==> src/hw/icache_cfg_pkg.sv <==
// instruction cache store geometry
// four ways of 64 sets, each set holding one 64-bit line per way

`default_nettype none

package icache_cfg_pkg;

  localparam int ways = 4;
  localparam int sets = 64;

  // address split is tag, set index, byte offset
  localparam int index_width = 6;
  localparam int offset_width = 3;
  localparam int addr_width = 32;
  localparam int tag_width = addr_width - index_width - offset_width;

  localparam int line_width = 64;

endpackage

`default_nettype wire

==> src/hw/icache_types_pkg.sv <==
// instruction cache store payload types
// tag RAM entries, lines and per-way masks

`default_nettype none

package icache_types_pkg;

  import icache_cfg_pkg::*;

  typedef logic [tag_width-1:0] tag_t;
  typedef logic [index_width-1:0] index_t;
  typedef logic [line_width-1:0] line_t;

  // hits, victim select and nru clear masks
  typedef logic [ways-1:0] way_mask_t;

  // one word of the tag RAM
  typedef struct packed {
    logic valid;
    logic nru;
    tag_t tag;
  } tag_entry_t;

endpackage

`default_nettype wire

==> src/hw/ic_way_merge.sv <==
// way merge
// folds per-way hits into one response, picks the nru victim
// for fills and reports the line it evicts

`timescale 1ns/100ps
`default_nettype none

module ic_way_merge
  import icache_cfg_pkg::*;
  import icache_types_pkg::*;
(
  input  logic                  clk,
  input  logic                  rst,
  input  logic                  cmp_en,
  input  logic                  fill_phase,
  input  logic                  commit,
  input  way_mask_t             way_hit,
  input  way_mask_t             way_valid,
  input  way_mask_t             way_nru,
  input  tag_t                  way_tag [ways],
  input  line_t                 way_data [ways],
  input  index_t                rd_index,
  output logic                  resp_valid,
  output logic                  resp_hit,
  output line_t                 resp_data,
  output way_mask_t             victim_sel,
  output way_mask_t             nru_clear,
  output logic                  evict_valid,
  output logic [addr_width-1:0] evict_addr
);

  line_t hit_data;
  way_mask_t victim_next;
  way_mask_t nru_clear_next;
  logic evict_next;
  tag_t victim_tag;
  logic evict_pend;

  // at most one way hits
  always_comb begin
    hit_data = '0;
    for (int w = 0; w < ways; w++) begin
      hit_data |= way_data[w] & {line_width{way_hit[w]}};
    end
  end

  always_comb begin
    victim_next = '0;
    nru_clear_next = '0;
    evict_next = 1'b0;
    victim_tag = way_tag[0];
    if (|way_hit) begin
      // resident tag, rewrite in place
      victim_next = way_hit;
    end else if (!(&way_valid)) begin
      for (int w = ways - 1; w >= 0; w--) begin
        if (!way_valid[w]) begin
          victim_next = way_mask_t'(1) << w;
        end
      end
    end else if (!(&way_nru)) begin
      for (int w = ways - 1; w >= 0; w--) begin
        if (!way_nru[w]) begin
          victim_next = way_mask_t'(1) << w;
        end
      end
      evict_next = 1'b1;
    end else begin
      // every way recently used, take way 0 and age the rest
      victim_next = way_mask_t'(1);
      nru_clear_next = ~way_mask_t'(1);
      evict_next = 1'b1;
    end
    for (int w = 0; w < ways; w++) begin
      if (victim_next[w]) begin
        victim_tag = way_tag[w];
      end
    end
  end

  always_ff @(posedge clk) begin
    if (rst) begin
      resp_valid <= 1'b0;
      victim_sel <= '0;
      nru_clear <= '0;
      evict_pend <= 1'b0;
      evict_valid <= 1'b0;
    end else begin
      resp_valid <= cmp_en;
      evict_valid <= commit & evict_pend;
      if (fill_phase) begin
        victim_sel <= victim_next;
        nru_clear <= nru_clear_next;
        evict_pend <= evict_next;
      end
    end
  end

  always_ff @(posedge clk) begin
    if (cmp_en) begin
      resp_hit <= |way_hit;
      resp_data <= hit_data;
    end
    if (fill_phase) begin
      evict_addr <= {victim_tag, rd_index, {offset_width{1'b0}}};
    end
  end

endmodule

`default_nettype wire

==> config.mk <==
export PLATFORM = sky130hd
export DESIGN_NAME = ic_way_merge
export DESIGN_NICKNAME = d
export VERILOG_FILES = /design/src/hw/icache_cfg_pkg.sv /design/src/hw/icache_types_pkg.sv /design/src/hw/ic_way_merge.sv
export SDC_FILE = /design/constraint.sdc
export NUM_CORES = 1
export LEC_CHECK = 0
export BUFFER_PORTS_ARGS = -buffer_cell sky130_fd_sc_hd__clkbuf_2
export CAP_MARGIN = 10
export CORE_AREA = 8 8 178 180
export DETAILED_ROUTE_END_ITERATION = 12
export DIE_AREA = 0 0 186 188
export SKIP_LAST_GASP = 1
export SYNTH_ARGS = -nofsm -noshare
export SYNTH_HDL_FRONTEND = slang
export SYNTH_SLANG_ARGS = --single-unit
==> constraint.sdc <==
create_clock -name clk -period 4.3 [get_ports clk]
set_input_delay 0.43 -clock clk [delete_from_list [all_inputs] [get_ports clk]]
set_output_delay 0.43 -clock clk [all_outputs]
set_load 0.05 [all_outputs]
After elaboration in Yosys (flattened, before gate mapping)
Cells that the tools add are included.
{"block": "totals", "register_bits": 105, "out_inout_bits": 107, "elab_cells": 38}
{"block": "op_classes", "reduce_logical": 3, "muxes": 19, "bitwise": 8}
{"op": "64-bit bitwise AND", "n": 4}
{"op": "64-bit bitwise OR", "n": 3}
{"op": "23-bit 2-to-1 mux", "n": 3}
{"op": "4-bit 2-to-1 mux", "n": 14}
{"op": "4-bit AND reduction", "n": 2}
{"op": "4-bit OR reduction", "n": 1}
{"op": "1-bit 2-to-1 mux", "n": 2}
{"op": "1-bit bitwise AND", "n": 1}

Logic depth before layout (Yosys ltp)
{"block": "logic_depth", "ltp_word": 10, "depth_mapped": 8, "depth_no_buf": 6}

Worst setup path after synthesis
OpenSTA, ideal clock, no wires.
{"block": "synth_path", "path_type": "input to register", "startpoint": "in way_hit[1]", "endpoint": "reg evict_addr[11] (data pin)", "n_path_buf": 2, "t_required_ns": 4.022, "setup_time_ns": 0.278, "slack_ns": 2.412, "t_arrival_ns": 1.610, "path_stages": 8, "path_cell_list": "nor4_4 > inv_2 > nor2_1 > a31o_2 > or2_1 > buf_2 > buf_6 > o221ai_1"}
{"block": "synth_via", "elab_chain_len": 5}
{"item": "from (decl)", "line": "ic_way_merge.sv:17", "rtl": "input way_mask_t way_hit,"}
{"item": "4-bit OR reduction", "line": "ic_way_merge.sv:52", "rtl": "if (|way_hit) begin"}
{"item": "4-bit 2-to-1 mux (*)", "line": "ic_way_merge.sv:52"}
{"item": "23-bit 2-to-1 mux (2 in series)", "line": "ic_way_merge.sv:75", "rtl": "if (victim_next[w]) begin"}
{"item": "23-bit 2-to-1 mux (*)", "line": "ic_way_merge.sv:75"}
{"item": "named net victim_tag[2]", "line": "ic_way_merge.sv:36", "rtl": "tag_t victim_tag;"}
{"item": "to (signal assigned)", "line": "ic_way_merge.sv:105", "rtl": "evict_addr <= {victim_tag, rd_index, {offset_width{1'b0}}};"}
{"item": "to (decl)", "line": "ic_way_merge.sv:29", "rtl": "output logic [addr_width-1:0] evict_addr"}
Mark *: on every way through the listed nets, which the timed path passes. The rest lies on a longest branch.
A chain may end at the register's enable or synchronous reset.

Worst setup path after layout
{"block": "layout_path", "startpoint": "in way_hit[3]", "endpoint": "reg evict_addr[9] (data pin)"}
Same word-level chain as after synthesis.

==> impl_results.md <==
- Yosys warns: 0
- Initial antenna violation count: 1
- Sequential element share of the synthesized area: 0.567
- DRC: 0
- Critical path launch point type: primary input
- ANT nets after route: 0
- Final slew viol count: 0
- Die width: 186 µm
- Unrepaired setup endpoints after global routing: no
- Filler cells: 3162
- Worst-Margin Slew: 1.10 ns
- Synth Cell Area: 5260 µm²
- Hold Fails Final Rpt: 0
- Outcome: completed
- Peak supply drop: 0.144 mV
- Site Rows: 63
- Die ar.: 35000 µm²
- Clock Sinks: 102
- Syn Inst Count: 476
- Synth Area per Inst: 11.1 µm²
- Crit path kind: primary input to flop
- Core Region: 29000 µm²
- Distinct cells, synth: 30
- Clk_skew: 0.000101 ns
- Max Freq: 323 MHz
- Req. time, crit path: 4.36 ns
- Post-DR vias/cell: 4.35
- Largest cells by area after synthesis: edfxtp_1 (54%), a22oi_1 (18%), nand2_1 (6.6%)
- Layout Utilization: 0.284
- DR vias: 5724
- Min cycle time layout: 3.09 ns
- GRT Total Usage: 0.137
- DRT iter0 DRCs: 211
- Slew HR: 0.268
- P per Cell Area: 350 nW/µm²
- Yosys reg bits: 102
- CTS clk-pin slew, worst paths: 0.07 ns
- First-pass DRT Iterations: 4
- Hold Path Class: primary input to flop
- N_diodes: 0
- Yosys top cell area share: 0.537
- Total CTS buffers: 9
- Placed Area: 7960 µm²
- Post-route clock period utilization: 0.719
- H-tree depth: 3
- CTS tree: yes
- Largest net degree at the start of global routing: 67
- GRT overflow: 0
- Post-synth top area cell: edfxtp_1
- # resized after CTS: 0
- Setup TNS: 0 ns
- Die height: 188 µm
- Leakage: 0.00406 µW
- Fin nets: 1293
- IO Count: 478
- Root Buffer: clkbuf_16
- Share of layout cells above drive strength 1: 0.536
- Port Buffers: 473
- Number of global-route vias before repair: 6091
- Wirelength per Cell: 19.3 µm
- Initial Util: 0.181
- CP arrival: 3.15 ns
- Max_cap viols: 0
- Post-DP HPWL: 20900 µm
- Placed insts: 1301
- Critical Path Sink Type: flop
- Setup bufs post-CTS: 0
- # setup viols final: 0
- Post-CTS Hold Buffers: 0
- Area Overhead vs Synth: 56.8%
- Max clock buf depth: 2
- Final GP Congestion: 0.872
- Critical Path Fanout Max: 29
- Detailed Route WL: 25400 µm
- Worst-Skew Late Latency: 0.35 ns
- Layout Cells excl Fill: 1316
- Global-route wire length before repair: 36300 µm
- Fin area: 8250 µm²
## through the flow
step                power (µW)  worst slack [ns]  hold slack [ns]
finish                    2890              1.21            0.246
global route              3030             0.967            0.213
CTS                       2940              1.15            0.216
detailed placement        2100             0.762            0.432
global placement          2090             0.827            0.422
floorplan                 1740              2.41            0.409
## per-layer routing
layer | global-route usage | wire [µm] | share of wire | up-vias
met5 | 0 | 0 | 0 | -
met4 | 0.0415 | 522 | 0.021 | 0
met1 | 0.149 | 9520 | 0.37 | 2629
met3 | 0.0573 | 2950 | 0.12 | 22
li1 | - | - | - | 2726
met2 | 0.236 | 12400 | 0.49 | 347
## sequential cells by signal, indices dropped and copies added (netlist names)
signal,flops
victim_sel,4
evict_addr,29
resp_valid,1
nru_clear,1
evict_valid,1
resp_data,64
resp_hit,1
evict_pend,1
## final timing paths
path / slack (ns) / cells past startpoint / endpoint / from
max: 1.21 / 7 / evict_addr[9]$_DFFE_PP_ / way_hit[3]
min: 0.25 / 1 / evict_addr[4]$_DFFE_PP_ / rd_index[1]
max reg2reg: 3.59 / 2 / victim_sel[0]$_SDFFE_PP0P_ / victim_sel[0]$_SDFFE_PP0P_
min reg2reg: 0.44 / 2 / evict_valid$_SDFF_PP0_ / evict_pend$_SDFFE_PP0P_
## where the power goes
part           internal [µW]  switching, µW
clock                    447            376
combinational            260            583
sequential              1190           29.6
## layout make-up
type	count	area [µm²]	share of cell area
Inverter	25	93.8	0.0114
Sequential cell	102	2980	0.362
Multi-Input combinational cell	307	1990	0.242
Clock buffer	9	225	0.0273
Timing Repair Buffer	477	2400	0.291
Clock inverter	6	63.8	0.00774
Tap cell	390	488	0.0592
## synth_stat cells
cell and number:
a22oi_1 128, edfxtp_1 94, nand2_1 93, clkbuf_1 25
mux2i_1 25, inv_1 24, o221ai_1 23, buf_1 9
nor2_1 9, dfxtp_1 8, buf_4 6, a211oi_1 3
a21oi_1 3, buf_2 3, nand2b_1 3, buf_6 2
nand3_1 2, nor3_1 2, o21ai_0 2, o21ai_1 2
a31o_2 1, a31oi_1 1, a31oi_2 1, a41oi_1 1
conb_1 1, inv_2 1, nor2b_1 1, nor4_4 1
o31ai_1 1, or2_1 1
## critical path: stages
cell and delay, ns:
clkbuf_2 0.44, nor4_4 0.51, inv_2 0.09, nor2_1 0.14, a31o_2 0.51, or2_1 0.78, o221ai_1 0.23
## cell families after synthesis
kind of cell	Yosys count	share of synthesized area
flip-flops	102	0.567
AND/OR/NAND/NOR	112	0.0866
other	1	0.000713
multiplexers	25	0.0476
AO/OA/AOI/OAI	166	0.240
buffers and inverters	70	0.0578
## cells in the final DEF, fill, tap and decap left out, drive strengths merged, types with 4 or more instances in the layout
cell type and n:
nand2 93, o221ai 23, buf 5, mux2i 25
a22oi 128, edfxtp 94, clkbuf 481, dfxtp 8
conb 4, o21ai 4, nor2 9, inv 25
Note: power is estimated with default switching activity, not from simulation.
