## src/hw/icache_cfg_pkg.sv

```systemverilog
// instruction cache store geometry
// four ways of 64 sets, each set holding one 64-bit line per way

`default_nettype none

package icache_cfg_pkg;

  localparam int ways = 4;
  localparam int sets = 64;

  // address split is tag, set index, byte offset
  localparam int index_width = 6;
  localparam int offset_width = 3;
  localparam int addr_width = 32;
  localparam int tag_width = addr_width - index_width - offset_width;

  localparam int line_width = 64;

endpackage

`default_nettype wire

```

## src/hw/icache_types_pkg.sv

```systemverilog
// instruction cache store payload types
// tag RAM entries, lines and per-way masks

`default_nettype none

package icache_types_pkg;

  import icache_cfg_pkg::*;

  typedef logic [tag_width-1:0] tag_t;
  typedef logic [index_width-1:0] index_t;
  typedef logic [line_width-1:0] line_t;

  // hits, victim select and nru clear masks
  typedef logic [ways-1:0] way_mask_t;

  // one word of the tag RAM
  typedef struct packed {
    logic valid;
    logic nru;
    tag_t tag;
  } tag_entry_t;

endpackage

`default_nettype wire

```

## src/hw/ic_req_stage.sv

```systemverilog
// cache request stage
// takes lookups and fills, sequences fills, sweeps the tags clear
// after reset or invalidate and broadcasts index and tag to the ways

`timescale 1ns/100ps
`default_nettype none

module ic_req_stage
  import icache_cfg_pkg::*;
  import icache_types_pkg::*;
(
  input  logic                  clk,
  input  logic                  rst,
  input  logic                  lookup_valid,
  input  logic [addr_width-1:0] lookup_addr,
  output logic                  lookup_ready,
  input  logic                  fill_valid,
  input  logic [addr_width-1:0] fill_addr,
  input  line_t                 fill_data,
  output logic                  fill_ready,
  input  logic                  invalidate,
  output logic                  rd_en,
  output index_t                rd_index,
  output tag_t                  cmp_tag,
  output logic                  cmp_en,
  output logic                  fill_phase,
  output logic                  commit,
  output line_t                 wr_line,
  output tag_t                  wr_tag,
  output logic                  clear_en,
  output index_t                clear_index
);

  typedef enum logic [1:0] {
    fill_idle,
    fill_read,
    fill_cmp,
    fill_commit
  } fill_state_t;

  fill_state_t fill_state;
  logic clearing;
  index_t clear_count;
  logic lookup_q;
  tag_t req_tag_q;
  index_t req_index_q;
  line_t fill_line_q;
  logic accept_ok;
  logic fill_take;
  logic lookup_take;

  // nothing new while sweeping or while a fill is in flight
  assign accept_ok = ~clearing & (fill_state == fill_idle) & ~invalidate;
  assign fill_ready = accept_ok;
  // fills win when both are offered
  assign lookup_ready = accept_ok & ~fill_valid;
  assign fill_take = fill_valid & fill_ready;
  assign lookup_take = lookup_valid & lookup_ready;

  // clearing sweep, one set per cycle
  always_ff @(posedge clk) begin
    if (rst || invalidate) begin
      clearing <= 1'b1;
      clear_count <= '0;
    end else if (clearing) begin
      clear_count <= clear_count + 1'b1;
      if (clear_count == index_t'(sets - 1)) begin
        clearing <= 1'b0;
      end
    end
  end

  assign clear_en = clearing;
  assign clear_index = clear_count;

  always_ff @(posedge clk) begin
    if (rst || invalidate) begin
      fill_state <= fill_idle;
    end else begin
      case (fill_state)
        fill_idle: begin
          if (fill_take) begin
            fill_state <= fill_read;
          end
        end
        fill_read: fill_state <= fill_cmp;
        fill_cmp: fill_state <= fill_commit;
        default: fill_state <= fill_idle;
      endcase
    end
  end

  // accepted lookup, then its compare slot one cycle later
  always_ff @(posedge clk) begin
    if (rst) begin
      lookup_q <= 1'b0;
      cmp_en <= 1'b0;
    end else begin
      lookup_q <= lookup_take;
      cmp_en <= lookup_q;
    end
  end

  always_ff @(posedge clk) begin
    if (fill_take) begin
      req_tag_q <= fill_addr[addr_width-1 -: tag_width];
      req_index_q <= fill_addr[offset_width +: index_width];
      fill_line_q <= fill_data;
    end else if (lookup_take) begin
      req_tag_q <= lookup_addr[addr_width-1 -: tag_width];
      req_index_q <= lookup_addr[offset_width +: index_width];
    end
    // tag lines up with the RAM output
    if (rd_en) begin
      cmp_tag <= req_tag_q;
    end
  end

  assign rd_en = lookup_q | (fill_state == fill_read);
  assign rd_index = req_index_q;
  assign fill_phase = (fill_state == fill_cmp);
  assign commit = (fill_state == fill_commit);
  assign wr_tag = req_tag_q;
  assign wr_line = fill_line_q;

endmodule

`default_nettype wire

```

## config.mk

```make
export PLATFORM = sky130hd
export DESIGN_NAME = ic_req_stage
export DESIGN_NICKNAME = d
export VERILOG_FILES = /design/src/hw/icache_cfg_pkg.sv /design/src/hw/icache_types_pkg.sv /design/src/hw/ic_req_stage.sv
export SDC_FILE = /design/constraint.sdc
export NUM_CORES = 1
export LEC_CHECK = 0
export ABC_CLOCK_PERIOD_IN_PS = 5020
export BUFFER_PORTS_ARGS = -buffer_cell sky130_fd_sc_hd__buf_2
export CELL_PAD_IN_SITES_DETAIL_PLACEMENT = 0
export CELL_PAD_IN_SITES_GLOBAL_PLACEMENT = 1
export CORE_MARGIN = 2
export CORE_UTILIZATION = 35
export CTS_CLUSTER_DIAMETER = 50
export CTS_CLUSTER_SIZE = 12
export DETAILED_ROUTE_END_ITERATION = 6
export GPL_TIMING_DRIVEN = 0
export PLACE_DENSITY = 0.83
export SKIP_LAST_GASP = 1
export SLEW_MARGIN = 25
export SYNTH_ARGS = -nofsm -noshare
export SYNTH_HDL_FRONTEND = slang
export SYNTH_SLANG_ARGS = --single-unit
```

## constraint.sdc

```tcl
create_clock -name clk -period 5.02 [get_ports clk]
set_clock_uncertainty 0.1 [all_clocks]
set_input_delay 0.502 -clock clk [delete_from_list [all_inputs] [get_ports clk]]
set_output_delay 0.502 -clock clk [all_outputs]
set_load 0.01 [all_outputs]
```

# Yosys cells after proc, flatten, opt, wreduce, memory -nomap -nowiden
# Index checks and enable logic that the tools add are counted.
# totals
reg_bits	127
inputBits	133
# op_classes
add_sub_neg	1
eq_ne	5
n_mux	8
bitwise	9
reduce_logical	3
# ops
cell	count
two-way mux 23 bit	2
two-way mux 6 bit	2
adder 6 x 1 -> 6 bit, second input constant	1
== test 6 bit, second input constant	1
one-hot mux 2 bit (3 select lines)	1
bitwise AND 1 bit	5
== test 2 bit, second input constant	2
inverter 1 bit	3
== test 2 x 1 -> 1 bit, second input constant	1
logical NOT 2 bit	1
two-way mux 1 bit	2
two-way mux 2 bit	1
!= test 2 bit, second input constant	1
nonzero test 2 bit	1
logical OR 1 bit	1
bitwise OR 1 bit	1

# Depth between registers and ports, before layout
# Gate-level depths: netlist (run 1).
# logic_depth
ltp_word	7
depth_mapped	7
ltp_nobuf	5

# Worst setup path before layout (run 1)
# No wires, ideal clock.
# synth_timing
kind	flip-flop to flip-flop
startpoint	register fill_state[0]
endpoint	register req_index_q[0] (netlist: rd_index[0]) (enable)
arrival_time_ns	2.294
required_ns	4.504
slack_ns	2.210
stages_incl_launch_ff	6
path_buffers	0
cell_sequence	dfxtp_1 -> inv_1 -> ha_1 -> inv_1 -> or3_1 -> nor2_1
# synth_between
elab_chain_cells	6
elab_cells_between_ends	7
classes_between	bitwise (5); reduce/logical (2)
# synth_rtl
item	line_no	source
start: declaration	ic_req_stage.sv:41	fill_state_t fill_state;
start signal: assignment	ic_req_stage.sv:78	fill_state <= fill_idle;
start signal: assignment	ic_req_stage.sv:83	fill_state <= fill_read;
start signal: assignment	ic_req_stage.sv:86	fill_read: fill_state <= fill_cmp;
logical NOT 2 bit *	ic_req_stage.sv:53	assign accept_ok = ~clearing & (fill_state == fill_idle) & ~invalidate;
bitwise AND 1 bit * (2 in series)	ic_req_stage.sv:53	
bitwise AND 1 bit	ic_req_stage.sv:56	assign lookup_ready = accept_ok & ~fill_valid;
bitwise AND 1 bit	ic_req_stage.sv:58	assign lookup_take = lookup_valid & lookup_ready;
nonzero test 2 bit (no source line) *	n/a	
end signal: assignment	ic_req_stage.sv:107	req_index_q <= fill_addr[offset_width +: index_width];
end signal: assignment	ic_req_stage.sv:111	req_index_q <= lookup_addr[offset_width +: index_width];
end: declaration	ic_req_stage.sv:46	index_t req_index_q;
# Every way passes the cells marked *; elsewhere a longest branch is shown, timed or not.
# A chain may end at the register's enable or synchronous reset.

# Final worst setup path (run 1)
# layout_timing
startpoint	register fill_state[1]
endpoint	output port rd_en
# layout_between
elab_chain_cells	2
# layout_rtl
item	line_no	source
== test 2 x 1 -> 1 bit	ic_req_stage.sv:119	assign rd_en = lookup_q | (fill_state == fill_read);
bitwise OR 1 bit	ic_req_stage.sv:119	
end: declaration	ic_req_stage.sv:22	output logic rd_en,
# No other way between the ends.

==> impl_results.md, run 1 <==
- Total via count in the routed design: 2,883
- Type of the worst setup path: flip-flop to output port
- First-pass GRT wire length: roughly 15,000 um
- Combinational family with the most area after synthesis: multiplexers
- Fin crit share: 0.494
- Buffer cell driving the clock tree root: clkbuf_16
- Number of diodes: 0
- Critical Path AT: roughly 1900 ps
- Kind of end point of the critical path: output port
- Slowest cell delay on critical path: ~550 ps
- Std cell rows: about 40
- Top delay family on crit path: simple AND/OR/NAND/NOR gates
- Peak fanout along the critical path: 24
- Total of endpoints with negative setup slack in the final report: 0
- Initial antenna violation count: 0
- Global placer's final weighted congestion: about 0.76
- Num CTS Buffers: 17
- Chip Width: ~120 um
- TritonCTS clock tree: yes
- Final routed wire length divided by cell count: around 16 um
- Setup repair after global routing missed its margin: no
- Initial DRC Count: ~220
- Timing-limited maximum frequency: slightly above 400 MHz
- Clock latency on the worst-skew pair: 400 ps
- Capturing point of the worst reg2reg path: wr_tag[17]
- Detailed-route wire length: around 11,000 um
- Met1 Usage GRT: 0.167
- Post-route worst hold slack: between 150 and 200 ps
- Number of gates resized after CTS: 0
- Capture point of the critical path: rd_en
- Htree depth: 4
- Overall global routing resource usage: 0.152
- Min cycle time layout: about 2500 ps
- Cell area after synthesis: about 4400 sq um
- Peak supply drop: roughly 0.16 mV
- CTS Sinks: ~130
- Part of the Yosys area used for sequential elements: 0.839
- Synth Area in Simple Gates: 0.0337
- R2r startpoint: fill_state[1]
- Vias per Instance: between 4 and 5
- Synth cell types: 26
- Detailed Place HPWL: 7820 um
- Met3 usage: 0.0638
- Leakage: 0.00277 uW
- Total buffers and inverters traversed by the critical path: 2
- Standard cell core area: between 10,000 and 15,000 sq um
- Mux share of post-synthesis cell area: 0.0762
- Post-synthesis cell count: 209
- Yosys warns: 0
- IO buf count: roughly 260
- Overflow after GRT: 0
- Count of buffers added by post-CTS timing repair for setup: 0
- Slew margin rel.: 0.562
- First-pass iteration count of the detailed router: 4
- Final count of pins violating max slew: 0
- Adder-cell share of the synthesized area: 0.0170
- Outcome: completed
- Number of maximum-capacitance violations: 0
- Met2 Use GR: 0.257
- Die Area: 13,500 sq um
- Effective utilization at floorplan: 0.354
- Xor/xnor share of the synthesized area: 0.00793
- CP Launch Type: flip-flop
- Critical path origin: fill_state[1]
- TNS Setup: 0 ps
- Slew @ Worst Pin: between 600 and 700 ps
- Antenna Nets Post-Route: 0
- Number of global-route vias before repair: 2,804
- Share of final-layout standard cells stronger than drive strength 1: 0.654
- CTS clk-pin slew, worst paths: around 60 ps
- Data required time at the worst endpoint: 4420 ps
- Number of endpoints with negative hold slack in the final report: 0
- Hold buffer count at CTS: 0
- Gr busiest metal: met2
- Total power density per cell area: 392 nW/um^2
- Net count of the mapped netlist: ~350
- Largest net degree at the start of global routing: 74
- NumNets Final: ~620
- Avg Synthesized Cell Area: 21.1 sq um
- Cell depth of the worst setup path: 4
- CP Cell Sequence: inv_1 -> ha_1 -> or2_2 -> buf_2
- Number of buffers on the longest clock path: 2
- Post-route insts no fill: approximately 670
- R2R setup slack: between 2000 and 3000 ps
- CP max-delay cell: or2_2
- Inst Count DP: approximately 640
- Top-level port count: between 200 and 300
- Register-to-Register Path Depth: 6
- Path class of the lowest-slack min-delay path: input port to flip-flop
- Flip-flop and latch count after synthesis: 127
- Synth Area in Compound Gates: 0.00850
- Remaining DRCs: 0
- Area added between synthesis and finish: 49.5%
- Height of the chip: 116 um
[area by class of cell]
cell class | count | area (sq um)
buffer | 6 | 63.8
clock buffer | 18 | 429
clock inverter | 14 | 239
fill | 1075 | 5860
inverter | 4 | 15.0
multi-input combinational | 72 | 641
sequential | 127 | 3700
tap | 172 | 215
timing repair buffer | 256 | 1300
[cell usage after synthesis]
library cell	number	area (sq um)
edfxtp_1	116	3480
mux2_2	29	327
dfxtp_1	11	220
nor2_1	10	37.5
ha_1	6	75.1
buf_6	4	45.0
inv_1	4	15.0
nand2_1	4	15.0
or3_1	3	18.8
xor2_1	3	26.3
nand4_1	2	12.5
o21ai_0	2	10.0
or2_2	2	12.5
a21oi_1	1	5.00
a31oi_1	1	6.26
buf_8	1	15.0
clkbuf_1	1	3.75
mux2i_1	1	10.0
nand3_1	1	5.00
nand3b_1	1	7.51
nor2b_1	1	6.26
nor4b_1	1	8.76
nor4bb_4	1	25.0
o211ai_1	1	7.51
o41ai_1	1	8.76
xnor2_1	1	8.76
[worst min path at each step]
stage | start | end | slack [ps] | cells past startpoint
global placement | wr_tag[10] | cmp_tag[10] | 330 | 0
finish | fill_data[42] | wr_line[42] | 170 | 1
CTS | fill_data[10] | wr_line[10] | 150 | 1
detailed placement | wr_tag[15] | cmp_tag[15] | 330 | 0
floorplan | lookup_q | cmp_en | 330 | 1
global route | fill_data[59] | wr_line[59] | 140 | 1
[power by group]
group	internal [uW]	total (uW)	switching (uW)
clock	931	1370	439
combinational	45.0	66.9	21.9
sequential	1150	1150	0.911
total	2130	2590	462
[placed cells by master, fill, tap and decap left out, types with 2 or more instances in the layout]
| cell type | netlist | final |
|---|---|---|
| clkbuf_1 | 1 | 2 |
| clkbuf_16 | 0 | 17 |
| buf_6 | 4 | 4 |
| nor2_1 | 10 | 9 |
| clkinv_2 | 0 | 2 |
| buf_2 | 0 | 255 |
| clkinv_4 | 0 | 2 |
| dfxtp_1 | 11 | 11 |
| or2_2 | 2 | 2 |
| o21ai_0 | 2 | 2 |
| nand2_1 | 4 | 4 |
| clkinvlp_4 | 0 | 3 |
| xor2_1 | 3 | 3 |
| inv_1 | 4 | 4 |
| mux2_2 | 29 | 29 |
| nand4_1 | 2 | 2 |
| ha_1 | 6 | 6 |
| or3_1 | 3 | 3 |
| bufinv_16 | 0 | 6 |
| edfxtp_1 | 116 | 116 |
[registers in the layout (all words and copies together), names as in the netlist]
signal	flops
clear_en	1
clear_index	6
cmp_en	1
cmp_tag	23
fill_state	2
lookup_q	1
rd_index	6
wr_line	64
wr_tag	23
[through the flow]
stage	util	power (uW)	setup slack, ps	area [sq um]
final	0.530	2590	2540	6600
after global routing	0.530	2670	2410	6600
after CTS	0.530	2620	2480	6600
after detailed placement	0.476	1240	2700	5930
after global placement	0.474	1240	1390	5910
after floorplan	-	1190	2210	4420
[kinds of logic after synthesis]
group	Yosys count
AO/OA/AOI/OAI	6
multiplexers	30
AND/OR/NAND/NOR	26
flip-flops	127
adder cells (fa/ha/maj)	6
XOR/XNOR	4
buffers and inverters	10
[layer usage]
metal | vias up | wire [um]
met2 | 159 | 5240
met3 | 22 | 983
met4 | 0 | 270
met1 | 1342 | 4030
li1 | 1360 | -
met5 | - | 0
No activity file was read; power rests on OpenSTA's default activity.
==> inputs of run 2 (changes only) <==
--- a/config.mk
+++ b/config.mk
@@ -5,17 +5,17 @@
 export SDC_FILE = /design/constraint.sdc
 export NUM_CORES = 1
 export LEC_CHECK = 0
-export ABC_CLOCK_PERIOD_IN_PS = 5020
+export ABC_CLOCK_PERIOD_IN_PS = 2500
 export BUFFER_PORTS_ARGS = -buffer_cell sky130_fd_sc_hd__buf_2
 export CELL_PAD_IN_SITES_DETAIL_PLACEMENT = 0
 export CELL_PAD_IN_SITES_GLOBAL_PLACEMENT = 1
 export CORE_MARGIN = 2
-export CORE_UTILIZATION = 35
+export CORE_UTILIZATION = 34
 export CTS_CLUSTER_DIAMETER = 50
 export CTS_CLUSTER_SIZE = 12
 export DETAILED_ROUTE_END_ITERATION = 6
 export GPL_TIMING_DRIVEN = 0
-export PLACE_DENSITY = 0.83
+export PLACE_DENSITY = 0.81
 export SKIP_LAST_GASP = 1
 export SLEW_MARGIN = 25
 export SYNTH_ARGS = -nofsm -noshare
==> constraint.sdc (replaced) <==
create_clock -name clk -period 2.5 [get_ports clk]
set_clock_uncertainty 0.1 [all_clocks]
set_input_delay 0.25 -clock clk [delete_from_list [all_inputs] [get_ports clk]]
set_output_delay 0.25 -clock clk [all_outputs]
set_load 0.01 [all_outputs]
==> impl_results.md, run 2 (synthesized netlist as in run 1, its figures left out) <==
- Outcome: completed
- Number of buffers on the longest clock path: 2 (unchanged)
- Switching fraction of total power: 0.186 (+0.00727)
- Total via count in the routed design: 3,205 (+11%)
- Slew margin rel.: 0.605 (+0.0425)
- Min cycle time layout: 2330 ps
- Largest register FFs: 64 (unchanged)
- First-pass GRT wire length: 17,800 um (+20%)
- Most frequent cells in the layout: buf_2, edfxtp_1, dlygate4sd3_1
- Largest net degree at the start of global routing: 74 (unchanged)
- Die Area: 13,900 sq um (+2.8%)
- Critical path origin: fill_state[1]
- CTS Sinks: 127 (unchanged)
- Hold path endpoint: clear_en
- Effective utilization at floorplan: 0.348 (-0.00574)
- Timing-limited maximum frequency: roughly 430 MHz
- Data required time at the worst endpoint: 2760 ps (-1660 ps)
- CTS clk-pin slew, worst paths: 60 ps (about the same)
- Kind of end point of the critical path: flip-flop
- Peak fanout along the critical path: 5 (-79%)
- Buffer cell driving the clock tree root: clkbuf_16
- Clock group share of total power: 0.513 (-0.016)
- CP Launch Type: flip-flop
- Htree depth: 4 (unchanged)
- Most common library cell in the layout ignoring fill and taps: buf_2
- R2R setup slack: 170 ps (-2510 ps)
- Combinational group share of total power: 0.042 (+0.016)
- IO buf count: 255 (unchanged)
- Remaining DRCs: 0 (unchanged)
- Number of diodes: 0 (unchanged)
- Number of global-route vias before repair: 3,285 (+17%)
- Fin crit share: 0.930
- Register-to-Register Path Depth: 6 (unchanged)
- Number of endpoints with negative hold slack in the final report: 0 (unchanged)
- Post-route worst hold slack: 25.0 ps (-143 ps)
- Area used by sequential logic in the layout: 3700 sq um (unchanged)
- R2r startpoint: fill_state[1]
- Slew @ Worst Pin: 593 ps (-63.7 ps)
- Peak supply drop: 0.427 mV (+170%)
- Capturing point of the worst reg2reg path: lookup_q
- Number of maximum-capacitance violations: 0 (unchanged)
- Clock latency on the worst-skew pair: 410 ps (about the same)
- NumNets Final: 690 (+11%)
- Type of the worst setup path: flip-flop to flip-flop
- Area added between synthesis and finish: 64.0%
- Worst Hold Path Cells: 3 (+2)
- Initial antenna violation count: 0 (unchanged)
- First-pass iteration count of the detailed router: 4 (unchanged)
- Critical Path AT: 2580 ps (+700 ps)
- Standard cell core area: 12,700 sq um (+1.6%)
- Overall global routing resource usage: 0.171 (+0.0183)
- FILL cells: 1,012 (-5.9%)
- Setup repair after global routing missed its margin: no
- TritonCTS clock tree: yes
- Share of final-layout standard cells stronger than drive strength 1: 0.575 (-0.0784)
- Post-route insts no fill: 735 (+9.9%)
- Inst Count DP: 636 (-0.16%)
- Detailed-route wire length: 11,900 um (+13%)
- Path class of the lowest-slack min-delay path: input port to flip-flop
- Height of the chip: 118 um (+1.4%)
- Overflow after GRT: 0 (unchanged)
- Std cell rows: 41 (unchanged)
- Worst hold start: invalidate
- Total of endpoints with negative setup slack in the final report: 0 (unchanged)
- Antenna Nets Post-Route: 0 (unchanged)
- Final routed wire length divided by cell count: 16.2 um (+3.1%)
- Initial DRC Count: 239 (+8.1%)
- Chip Width: 118 um (+1.4%)
- Share of power burned in registers: 0.445 (about the same)
- Detailed Place HPWL: 7740 um (-1.0%)
- Vias per Instance: 4.36 (+1.2%)
- Leakage: 0.00304 uW (+9.9%)
- Top-level port count: 262 (unchanged)
- Final count of pins violating max slew: 0 (unchanged)
- Count of buffers added by post-CTS timing repair for setup: 0 (unchanged)
- Internal cell power: 4230 uW (+99%)
- Num CTS Buffers: 17 (unchanged)
- Global placer's final weighted congestion: 0.750 (-1.1%)
- Area of the multi-input gates: 652 sq um (+1.8%)
- P_sw: 965 uW (+110%)
- Total power density per cell area: 718 nW/um^2 (+83%)
==> run 2: worst max-delay path by stage <==
stage	to	slack [ps]	cells past startpoint
after global placement	wr_tag[6]	-290	5
final	lookup_q	170	6
after CTS	wr_tag[6]	70	5
after floorplan	rd_index[0]	160	5
after global routing	lookup_ready	40	6
after detailed placement	wr_tag[6]	90	5
==> run 2: layout make-up <==
class / instances / share of cell area
Multi-Input combinational cell: 73 / 0.0900
Buffer: 6 / 0.00950
Timing Repair Buffer: 322 / 0.269
Inverter: 4 / 0.00207
Sequential cell: 127 / 0.511
Clock inverter: 14 / 0.0297
Clock buffer: 17 / 0.0587
Tap cell: 172 / 0.0297
==> run 2: layer usage <==
| metal | GRT usage | vias up | share of wire |
|---|---|---|---|
| met1 | 0.177 | 1543 | 0.37 |
| met5 | 0 | - | 0 |
| met4 | 0.0670 | 0 | 0.021 |
| met3 | 0.0669 | 21 | 0.071 |
| met2 | 0.308 | 150 | 0.54 |
| li1 | - | 1491 | - |
==> run 2: power by group through the flow <==
| stage | clock [uW] | combinational (uW) | sequential, uW |
|---|---|---|---|
| 2_1_floorplan | 0 | 28.1 | 2360 |
| 5_1_grt | 2790 | 240 | 2310 |
| 3_5_place_dp | 0 | 132 | 2360 |
| 3_3_place_gp | 0 | 126 | 2360 |
| 6_report | 2670 | 220 | 2310 |
| 4_1_cts | 2700 | 216 | 2310 |
==> run 2: worst max-delay path, cell delays in order, from the launching register on <==
cell           delay (ps)
dfxtp_1               340
inv_1                 110
ha_1                  240
inv_1                 100
or3_1                 460
nor4b_1               320
dlygate4sd3_1         600
==> run 2: repair_timing <==
item	4_1_cts	5_1_grt
endpoints found under the setup margin	0	32
hold endpoints to repair	67	0
gates resized for setup	0	2
hold buffers	67	0
==> run 2: per-stage QoR <==
stage / total power, uW / TNS, ps / util / worst slack, ps / area (sq um)
floorplan: 2390 / 0 / - / 160 / 4420
global placement: 2480 / -8250 / 0.466 / -287 / 5910
detailed placement: 2490 / 0 / 0.467 / 89.4 / 5910
CTS: 5230 / 0 / 0.570 / 73.4 / 7230
global route: 5350 / 0 / 0.572 / 37.2 / 7240
finish: 5200 / 0 / 0.572 / 174 / 7240
==> inputs of run 3 (changes only) <==
--- a/config.mk
+++ b/config.mk
@@ -9,6 +9,7 @@
 export BUFFER_PORTS_ARGS = -buffer_cell sky130_fd_sc_hd__buf_2
 export CELL_PAD_IN_SITES_DETAIL_PLACEMENT = 0
 export CELL_PAD_IN_SITES_GLOBAL_PLACEMENT = 1
+export CORE_ASPECT_RATIO = 1.75
 export CORE_MARGIN = 2
 export CORE_UTILIZATION = 34
 export CTS_CLUSTER_DIAMETER = 50
==> impl_results.md, run 3 (synthesized netlist as in run 1, its figures left out) <==
- Number of endpoints with negative hold slack in the final report: 0 (unchanged)
- Number of maximum-capacitance violations: 0 (unchanged)
- Slew @ Worst Pin: 642 ps (+48.8 ps)
- Vias per Instance: 4.35 (-0.24%)
- Slew margin rel.: 0.572 (-0.0326)
- Share of final-layout standard cells stronger than drive strength 1: 0.579 (+0.00355)
- First-pass GRT wire length: 18,100 um (+2.0%)
- Critical path origin: fill_state[0]
- Capturing point of the worst reg2reg path: wr_tag[20]
- Detailed-route wire length: 11,900 um (+0.23%)
- Buffer cell driving the clock tree root: clkbuf_16
- CTS clk-pin slew, worst paths: 60 ps (about the same)
- Final routed wire length divided by cell count: 16.3 um (+0.37%)
- Detailed Place HPWL: 8440 um (+9.1%)
- TritonCTS clock tree: yes
- Most common library cell in the layout ignoring fill and taps: buf_2
- First-pass iteration count of the detailed router: 4 (unchanged)
- Initial antenna violation count: 0 (unchanged)
- Std cell rows: 55 (+34%)
- Type of the worst setup path: flip-flop to flip-flop
- Remaining DRCs: 0 (unchanged)
- Critical Path AT: 2420 ps (-160 ps)
- Htree depth: 4 (unchanged)
- Top delay family on crit path: buffers and inverters
- R2R setup slack: 130 ps (-50 ps)
- Peak fanout along the critical path: 73 (+68)
- Worst Hold Path Cells: 2 (-1)
- CTS Sinks: 127 (unchanged)
- CP max-delay cell: mux2_2
- CP Cell Sequence: inv_1 -> ha_1 -> nor4bb_4 -> buf_6 -> buf_8 -> mux2_2
- Num CTS Buffers: 17 (unchanged)
- Design Power: 4860 uW (-6.6%)
- Most frequent cells in the layout: buf_2, edfxtp_1, dlygate4sd3_1
- Number of global-route vias before repair: 3,388 (+3.1%)
- Final instance area: 7170 sq um (-0.98%)
- Largest net degree at the start of global routing: 74 (unchanged)
- Final count of pins violating max slew: 0 (unchanged)
- Min cycle time layout: 2370 ps (+48.1 ps)
- Kind of end point of the critical path: flip-flop
- Total of endpoints with negative setup slack in the final report: 0 (unchanged)
- Post-detailed-placement cell area: 5940 sq um (+0.44%)
- Antenna Nets Post-Route: 0 (unchanged)
- Overall global routing resource usage: 0.170 (-0.000403)
- NumNets Final: 689 (-0.14%)
- Total power density per cell area: 677 nW/um^2 (-5.6%)
- Initial DRC Count: 132 (-45%)
- Clock latency on the worst-skew pair: 400 ps (about the same)
- Setup repair after global routing missed its margin: no
- Top-level port count: 262 (unchanged)
- Leakage: 0.00300 uW (-1.4%)
- Hold path endpoint: lookup_q
- Die Area: 14,000 sq um (+0.26%)
- Final Util: 0.560 (-0.0113)
- Path class of the lowest-slack min-delay path: input port to flip-flop
- Area added between synthesis and finish: 62.4%
- CP Launch Type: flip-flop
- Register-to-Register Path Depth: 6 (unchanged)
- Outcome: completed
- Effective utilization at floorplan: 0.345 (-0.00351)
- Global placer's final weighted congestion: 0.771 (+2.8%)
- IO buf count: 255 (unchanged)
- Data required time at the worst endpoint: 2540 ps (-220 ps)
- Peak supply drop: 0.429 mV (+0.26%)
- Standard cell core area: 12,800 sq um (+1.0%)
- Number of buffers on the longest clock path: 2 (unchanged)
- Worst hold start: lookup_valid
- R2r startpoint: fill_state[0]
- Total via count in the routed design: 3,193 (-0.37%)
- TNS Setup: 0 ps (unchanged)
- Overflow after GRT: 0 (unchanged)
- Slowest cell delay on critical path: 430 ps (-170 ps)
- Height of the chip: 155 um (+31%)
- Chip Width: 90.1 um (-24%)
- Largest register FFs: 64 (unchanged)
- Number of diodes: 0 (unchanged)
- Total buffers and inverters traversed by the critical path: 3 (unchanged)
- Fin crit share: 0.950 (+0.0192)
- Timing-limited maximum frequency: 421 MHz (-2.0%)
- Count of buffers added by post-CTS timing repair for setup: 0 (unchanged)
## run 3: changes by cell type in the layout (fill, tap and decap cells not counted)
cell	change
buf_12	-1
clkinv_2	-2
clkinvlp_4	+3
buf_8	+1
inv_6	+3
clkinv_8	+1
dlygate4sd3_1	-1
clkinv_4	-2
inv_8	+4
buf_16	+1
nor2_4	-1
bufinv_16	-5
clkinv_1	-1
## run 3: through the flow
stage               std cells  worst slack, ps  hold slack, ps
floorplan                 209              160             222
global placement          635             -383             327
detailed placement        636              151             328
CTS                       734              134            10.5
global route              734             3.32            9.94
finish                    734              126            26.2
## run 3: what timing repair did
| item | in CTS | in global routing |
|---|---|---|
| endpoints found under the hold margin | 67 | 0 |
| gates resized for setup | 0 | 0 |
| hold buffers | 66 | 0 |
## run 3: worst max-delay path by stage
| stage | depth (start not counted) | to | slack [ps] |
|---|---|---|---|
| final | 6 | wr_tag[20] | 130 |
| after global routing | 6 | wr_tag[20] | 3 |
| after CTS | 6 | wr_tag[20] | 130 |
| after detailed placement | 6 | wr_tag[20] | 150 |
| after global placement | 5 | rd_index[0] | -380 |
| after floorplan | 5 | rd_index[0] | 160 |
## run 3: final cells by class
cell class | instances | area, sq um
Tap cell | 171 | 214
Fill cell | 1071 | 5630
Clock buffer | 17 | 425
Clock inverter | 15 | 144
Inverter | 4 | 15.0
Buffer | 6 | 63.8
Timing Repair Buffer | 322 | 1960
Multi-Input combinational cell | 72 | 641
Sequential cell | 127 | 3700
## run 3: power breakdown
part           internal, uW  switching [uW]  leakage [uW]  total (uW)
Sequential             2310            2.17       0.00113        2310
Clock                  1320            1010      0.000268        2330
Combinational           158            62.3       0.00160         220
## run 3: metal layers
| metal | vias to the layer above | part of all wire | global-route usage |
|---|---|---|---|
| met1 | 1522 | 0.36 | 0.177 |
| li1 | 1492 | - | - |
| met4 | 0 | 0.030 | 0.0821 |
| met3 | 24 | 0.054 | 0.0477 |
| met5 | - | 0 | 0 |
| met2 | 155 | 0.56 | 0.313 |
